==> src/fpu_settings.svh <==
`ifndef FPU_SETTINGS_SVH
`define FPU_SETTINGS_SVH

// register file geometry
`define FPU_NUM_REGS 32
`define FPU_REG_ADDR_W 5

// one FP register, and an even/odd pair
`define FPU_WORD_W 32
`define FPU_DWORD_W 64

// instruction sampled at edge N retires at N + FPU_LATENCY
`define FPU_LATENCY 2

// stages between instruction input and write-back
`define FPU_PIPE_DEPTH 2

// width of the operation code
`define FPU_OP_W 4

`endif

==> src/fpu_pkg.sv <==
`default_nettype none

`include "fpu_settings.svh"

package fpu_pkg;

    typedef enum logic [`FPU_OP_W-1:0] {
        OP_NOP     = 4'd0,
        OP_MOVF    = 4'd1,
        OP_MOVD    = 4'd2,
        OP_NEGF    = 4'd3,
        OP_NEGD    = 4'd4,
        OP_ABSF    = 4'd5,
        OP_ABSD    = 4'd6,
        OP_MOVI2FP = 4'd7,
        OP_MOVFP2I = 4'd8
    } fp_op_e;

    // bit 0 is the sign, as in the DLX FP unit
    typedef logic [0:`FPU_WORD_W-1] fp_word_t;

    typedef struct packed {
        fp_op_e                     op;
        logic [`FPU_REG_ADDR_W-1:0] rd;
        logic [`FPU_REG_ADDR_W-1:0] ra;
        fp_word_t                   imm;
    } fp_instr_t;

    typedef struct packed {
        logic                       we;
        logic [`FPU_REG_ADDR_W-1:0] rd;
        logic                       bit_64;
        logic [0:`FPU_DWORD_W-1]    data;  // upper word first
    } fp_write_t;

    typedef struct packed {
        logic                       valid;
        fp_op_e                     op;
        logic [`FPU_REG_ADDR_W-1:0] rd;
        fp_word_t                   imm;
        logic [0:`FPU_DWORD_W-1]    operand;  // already bypassed
    } fp_decoded_t;

    typedef struct packed {
        fp_write_t wr;
        logic      int_valid;
        fp_word_t  int_data;
    } fp_exec_t;

    // operations working on an even/odd register pair
    function automatic logic is_double(fp_op_e op);
        return (op == OP_MOVD) || (op == OP_NEGD) || (op == OP_ABSD);
    endfunction

endpackage

`default_nettype wire

==> src/fp_register_file.sv <==
`default_nettype none

`include "fpu_settings.svh"

module fp_register_file
    import fpu_pkg::*;
(
    input  wire logic                       clk,
    input  wire logic                       rst_n,
    input  wire fp_write_t                  wr,
    input  wire logic [`FPU_REG_ADDR_W-1:0] ra,
    input  wire logic [`FPU_REG_ADDR_W-1:0] rb,
    output fp_word_t                        bus_a,
    output fp_word_t                        bus_b
);

    fp_word_t regs [`FPU_NUM_REGS];
    fp_word_t upper_word;  // even register of a pair
    fp_word_t lower_word;  // odd register, or any single write

    assign upper_word = wr.data[0:`FPU_WORD_W-1];
    assign lower_word = wr.data[`FPU_WORD_W:`FPU_DWORD_W-1];

    for (genvar i = 0; i < `FPU_NUM_REGS; i++) begin : g_reg
        logic     sel_single;
        logic     sel_pair;
        logic     we;
        fp_word_t wdata;
        fp_word_t q;

        assign sel_single = (wr.rd == i);
        assign sel_pair   = (wr.rd[`FPU_REG_ADDR_W-1:1] == (i >> 1));  // low bit ignored
        assign we         = wr.we && (wr.bit_64 ? sel_pair : sel_single);

        if (i % 2 == 0) begin : g_even
            assign wdata = wr.bit_64 ? upper_word : lower_word;
        end else begin : g_odd
            assign wdata = lower_word;
        end

        always_ff @(posedge clk) begin
            if (!rst_n) begin
                q <= '0;
            end else if (we) begin
                q <= wdata;
            end
        end

        assign regs[i] = q;
    end

    // combinational reads, a write shows up the cycle after
    assign bus_a = regs[ra];
    assign bus_b = regs[rb];

endmodule

`default_nettype wire

==> src/fp_decode.sv <==
`default_nettype none

`include "fpu_settings.svh"

module fp_decode
    import fpu_pkg::*;
(
    input  wire logic                       clk,
    input  wire logic                       rst_n,
    input  wire fp_instr_t                  instr,
    input  wire logic                       instr_valid,
    output logic [`FPU_REG_ADDR_W-1:0]      ra,
    output logic [`FPU_REG_ADDR_W-1:0]      rb,
    input  wire fp_word_t                   bus_a,
    input  wire fp_word_t                   bus_b,
    input  wire fp_exec_t                   ex_fwd,
    input  wire fp_write_t                  wb_fwd,
    output fp_decoded_t                     dec
);

    logic     dbl;
    fp_word_t half_a;
    fp_word_t half_b;

    // does this write touch register r
    function automatic logic hits(fp_write_t w, logic [`FPU_REG_ADDR_W-1:0] r);
        if (!w.we) begin
            return 1'b0;
        end
        if (w.bit_64) begin
            return w.rd[`FPU_REG_ADDR_W-1:1] == r[`FPU_REG_ADDR_W-1:1];
        end
        return w.rd == r;
    endfunction

    // word of the write that lands in register r
    function automatic fp_word_t pick(fp_write_t w, logic [`FPU_REG_ADDR_W-1:0] r);
        if (w.bit_64 && !r[0]) begin
            return w.data[0:`FPU_WORD_W-1];
        end
        return w.data[`FPU_WORD_W:`FPU_DWORD_W-1];
    endfunction

    // youngest in-flight write wins, then the register file
    function automatic fp_word_t merge(
        fp_write_t                  ex_w,
        fp_write_t                  wb_w,
        logic [`FPU_REG_ADDR_W-1:0] r,
        fp_word_t                   rf_word
    );
        if (hits(ex_w, r)) begin
            return pick(ex_w, r);
        end
        if (hits(wb_w, r)) begin
            return pick(wb_w, r);
        end
        return rf_word;
    endfunction

    assign dbl = is_double(instr.op);

    always_comb begin
        if (dbl) begin
            ra = {instr.ra[`FPU_REG_ADDR_W-1:1], 1'b0};  // even reg, upper word
            rb = {instr.ra[`FPU_REG_ADDR_W-1:1], 1'b1};  // odd reg, lower word
        end else begin
            ra = instr.ra;
            rb = instr.ra;  // lower half mirrors the single word
        end
    end

    assign half_a = merge(ex_fwd.wr, wb_fwd, ra, bus_a);
    assign half_b = merge(ex_fwd.wr, wb_fwd, rb, bus_b);

    always_ff @(posedge clk) begin
        if (!rst_n) begin
            dec <= '0;
        end else begin
            dec.valid   <= instr_valid;
            dec.op      <= instr.op;
            dec.rd      <= instr.rd;
            dec.imm     <= instr.imm;
            dec.operand <= {half_a, half_b};
        end
    end

endmodule

`default_nettype wire

==> src/fp_execute.sv <==
`default_nettype none

`include "fpu_settings.svh"

module fp_execute
    import fpu_pkg::*;
(
    input  wire logic        clk,
    input  wire logic        rst_n,
    input  wire fp_decoded_t dec,
    output fp_exec_t         ex_fwd,
    output fp_exec_t         ex_q
);

    fp_word_t hi;
    fp_word_t lo;

    // sign handling on the upper word only
    always_comb begin
        hi = dec.operand[0:`FPU_WORD_W-1];
        lo = dec.operand[`FPU_WORD_W:`FPU_DWORD_W-1];
        case (dec.op)
            OP_NEGF, OP_NEGD: hi[0] = ~hi[0];
            OP_ABSF, OP_ABSD: hi[0] = 1'b0;
            default: ;
        endcase
    end

    always_comb begin
        ex_fwd           = '0;
        ex_fwd.wr.rd     = dec.rd;
        ex_fwd.wr.bit_64 = is_double(dec.op);
        case (dec.op)
            OP_MOVF, OP_NEGF, OP_ABSF: begin
                ex_fwd.wr.we   = dec.valid;
                ex_fwd.wr.data = {{`FPU_WORD_W{1'b0}}, hi};  // singles use the low word
            end
            OP_MOVD, OP_NEGD, OP_ABSD: begin
                ex_fwd.wr.we   = dec.valid;
                ex_fwd.wr.data = {hi, lo};
            end
            OP_MOVI2FP: begin
                ex_fwd.wr.we   = dec.valid;
                ex_fwd.wr.data = {{`FPU_WORD_W{1'b0}}, dec.imm};
            end
            OP_MOVFP2I: begin
                ex_fwd.int_valid = dec.valid;  // no register write
                ex_fwd.int_data  = hi;
            end
            default: ;
        endcase
    end

    always_ff @(posedge clk) begin
        if (!rst_n) begin
            ex_q <= '0;
        end else begin
            ex_q <= ex_fwd;
        end
    end

endmodule

`default_nettype wire

==> src/fp_result.sv <==
`default_nettype none

`include "fpu_settings.svh"

module fp_result
    import fpu_pkg::*;
(
    input  wire logic     clk,
    input  wire logic     rst_n,
    input  wire fp_exec_t ex_q,
    output fp_write_t     wr,
    output fp_word_t      int_data,
    output logic          int_valid
);

    logic int_load;

    // register file takes the write at the next edge
    always_comb begin
        wr        = ex_q.wr;
        wr.we     = ex_q.wr.we && rst_n;  // no write while in reset
        int_load  = ex_q.int_valid;
    end

    always_ff @(posedge clk) begin
        if (!rst_n) begin
            int_valid <= 1'b0;
        end else begin
            int_valid <= int_load;  // one pulse per movfp2i
        end
    end

    always_ff @(posedge clk) begin
        if (!rst_n) begin
            int_data <= '0;
        end else if (int_load) begin
            int_data <= ex_q.int_data;  // held between pulses
        end
    end

endmodule

`default_nettype wire

==> src/fp_unit.sv <==
`default_nettype none

`include "fpu_settings.svh"

module fp_unit
    import fpu_pkg::*;
(
    input  wire logic      clk,
    input  wire logic      rst_n,
    input  wire fp_instr_t instr,
    input  wire logic      instr_valid,
    output fp_word_t       int_data,
    output logic           int_valid
);

    logic [`FPU_REG_ADDR_W-1:0] ra;
    logic [`FPU_REG_ADDR_W-1:0] rb;
    fp_word_t                   bus_a;
    fp_word_t                   bus_b;
    fp_decoded_t                dec;
    fp_exec_t                   ex_fwd;
    fp_exec_t                   ex_q;
    fp_write_t                  wr;

    fp_decode u_decode (
        .clk         (clk),
        .rst_n       (rst_n),
        .instr       (instr),
        .instr_valid (instr_valid),
        .ra          (ra),
        .rb          (rb),
        .bus_a       (bus_a),
        .bus_b       (bus_b),
        .ex_fwd      (ex_fwd),
        .wb_fwd      (wr),  // write-back record doubles as bypass
        .dec         (dec)
    );

    fp_execute u_execute (
        .clk    (clk),
        .rst_n  (rst_n),
        .dec    (dec),
        .ex_fwd (ex_fwd),
        .ex_q   (ex_q)
    );

    fp_result u_result (
        .clk       (clk),
        .rst_n     (rst_n),
        .ex_q      (ex_q),
        .wr        (wr),
        .int_data  (int_data),
        .int_valid (int_valid)
    );

    fp_register_file u_regs (
        .clk   (clk),
        .rst_n (rst_n),
        .wr    (wr),
        .ra    (ra),
        .rb    (rb),
        .bus_a (bus_a),
        .bus_b (bus_b)
    );

endmodule

`default_nettype wire

==> config.mk <==
export PLATFORM = sky130hd
export DESIGN_NAME = fp_unit
export DESIGN_NICKNAME = d
export VERILOG_FILES = /design/src/fpu_pkg.sv /design/src/fp_register_file.sv /design/src/fp_decode.sv /design/src/fp_execute.sv /design/src/fp_result.sv /design/src/fp_unit.sv
export VERILOG_INCLUDE_DIRS = /design/src
export SDC_FILE = /design/constraint.sdc
export NUM_CORES = 2
export LEC_CHECK = 0
export BUFFER_PORTS_ARGS = -buffer_cell sky130_fd_sc_hd__buf_2
export CAP_MARGIN = 30
export CORE_ASPECT_RATIO = 0.8
export CORE_MARGIN = 2
export CORE_UTILIZATION = 45
export DETAILED_ROUTE_END_ITERATION = 8
export PLACE_DENSITY_LB_ADDON = 0.1
export REMOVE_ABC_BUFFERS = 1
export SLEW_MARGIN = 15
export SYNTH_ARGS = -nofsm -noshare
export SYNTH_HDL_FRONTEND = slang
export SYNTH_HIERARCHICAL = 1
export SYNTH_SLANG_ARGS = --single-unit
export TNS_END_PERCENT = 50
==> constraint.sdc <==
create_clock -name clk -period 4.8 [get_ports clk]
set_input_delay 0 -clock clk [delete_from_list [all_inputs] [get_ports clk]]
set_output_delay 0 -clock clk [all_outputs]
set_load 0.02 [all_outputs]
==> results.cfg <==
[run_status]
status = completed

[finish]
stdcell_count = 9530
syn2layout_area_growth_pct = 10.6
drive_above_1_share_pct = 9.79
num-fill-cells = 14152
nets = 7464

[drt]
wirelength_um = 287000
vias_per_cell = 6.42
final_antenna_net_count = 0
detail_route.wl_per_cell_um = 30.1
num_vias = 61173
dr.pass1.iters = 7
drtIter0Drc = 7115
drc = 0

[hold_path]
min_path_type = in -> reg
min_from = instr[15]
whs_path_depth = 3
hold_end = u_decode/dec[79]

[place]
place_inst = 9184
gp_routability_congestion = 0.903
dp_hpwl_um = 163000
port_buffers = 81

[critical_path]
r2r_slack_ns = 1.32
critPathTopFamily = buffers and inverters
crit_chain = buf_4 > nor3_4 > nor3b_1 > nand3_4 > buf_4 > a2111oi_0 > a311oi_1
worstReg2RegStart = u_decode/dec[101]
slowest_delay_ns = 0.62
crit_fanout = 39
endpoint_kind = flip-flop
r2r_end = u_decode/dec[52]
cp.arrival_ns = 4.11
slowest_stage = buf_4
worst_r2r_path_depth = 7
worst_path_most_repeated_cell = buf_4
cp.required_ns = 5.43
cp-start-kind = flip-flop
worst-path-buf-inv = 2
worstSetupPathType = reg -> reg

[global_route]
grt_util_all_layers_pct = 36.0
first_global_vias = 56764
grt_max_degree = 222
overflow = 0
antenna_found_initial = 6
grt_pass1_wl_um = 408000

[clock_tree]
cts_resized = 0
cts.reportedPaths.clkPinSlew_ns = 0.06
cts_tree = built
clk-insertion-delay-late_ns = 0.80
clockRootBuffer = clkbuf_16
post-cts-setup-buffers = 0
cts_buffer_depth = 3
h-tree-depth = 4
cts_sinks = 1267
cts_buffers = 138

[timing]
period_share_pct = 72.5
period_minus_slack_ns = 3.48
setup_viol = 0
worst_hold_slack_ns = 0.0448
rsz0062_at_grt = false
fmax_mhz = 287
worst_slew_pin_slew_ns = 1.18
clock_skew_ns = 0.0353
finalHoldViolations = 0
slew_violations = 0
slew_headroom_pct = 21.3

[power]
vdd_drop_max_v = 0.000328
power_leakage_nw = 33.9
p_per_area_nw_per_um2 = 329

[floorplan]
start_util_pct = 45.4
row_count = 127
ios = 82
die_h_um = 352
die_x_um = 439
core_area_um2 = 150000
die_area_um2 = 154000

[synthesis]
synth.avg_cell_area_um2 = 8.71
yosysWarnings = 6
syn_inst = 7803
synth.cell_area_um2 = 68000

[job]
max_cap_viol_count = 0
## where the power goes
| part | switching, W | internal (W) | total, W |
|---|---|---|---|
| sequential | 0.000147 | 0.0106 | 0.0107 |
| clock | 0.00471 | 0.00681 | 0.0115 |
| combinational | 0.00158 | 0.000841 | 0.00243 |
## final cells by class
type | count | area (um2) | share of cell area (%)
clock inverter | 55 | 802 | 1.07
tap | 1999 | 2500 | 3.33
multi-input combinational | 5639 | 38800 | 51.7
clock buffer | 191 | 4010 | 5.33
antenna | 10 | 25.0 | 0.0333
timing repair buffer | 363 | 3570 | 4.76
sequential | 1267 | 25400 | 33.8
inverter | 6 | 31.3 | 0.0416
## registers in the layout (all words and copies together) (netlist names)
name and flops:
u_decode/dec 106, u_result/int_valid 1, u_execute/ex_q 104, u_regs/g.q 1024
u_result/int_data 32
## repair_timing
item / in CTS / in global routing
endpoints found under the hold margin: 223 / 0
hold buffers: 75 / 0
endpoints found under the setup margin: 0 / 0
## worst min-delay path, delay by kind of cell
kind / cells / cell delay [ns]
AND/OR/NAND/NOR: 1 / 0.19
buffers and inverters: 2 / 0.61
## worst max path at each step
stage / to / cells after the start / startpoint
6_report: u_decode/dec[52] / 7 / u_decode/dec[101]
5_1_grt: u_decode/dec[44] / 7 / u_decode/dec[101]
4_1_cts: u_decode/dec[52] / 7 / u_decode/dec[101]
3_5_place_dp: u_decode/dec[51] / 9 / instr[42]
3_3_place_gp: u_decode/dec[33] / 8 / instr[42]
2_1_floorplan: u_decode/dec[32] / 6 / instr[43]
## metal layers
layer,vias up,wire (um),GRT usage (%)
met5,-,25,0
met4,4,16400,19.3
met3,740,30700,8.75
met2,3380,119000,52.8
li1,26956,-,-
met1,30093,120000,48.5
## metrics by stage
stage                     TNS (ns)  area (um2)  util, %  power, W  setup WS, ns
after floorplan            -229.26       63800        -    0.0124         -6.19
after global placement           0       69000     46.1    0.0132          1.23
after detailed placement         0       69300     46.3    0.0133          1.29
after CTS                        0       74900     50.0    0.0247          1.48
after global routing             0       75100     50.1    0.0253          1.22
final                            0       75200     50.2    0.0247          1.32
## cell usage in the layout (no fill, tap or decap), drive strengths merged, types with 26 or more instances in the layout
master	instances
a22o	128
o211a	512
nor2	66
and3b	26
a31oi	64
a21boi	577
nand3	229
mux2i	1095
a22oi	192
a211oi	32
a311oi	64
buf	288
a2111oi	32
clkbuf	191
mux2	90
o21ai	94
nor3	118
a21oi	192
and3	130
clkinv	28
dlygate4sd3	75
nor2b	42
and2	89
dfxtp	1267
nand2	1786
No activity file was read; power rests on OpenSTA's default activity.
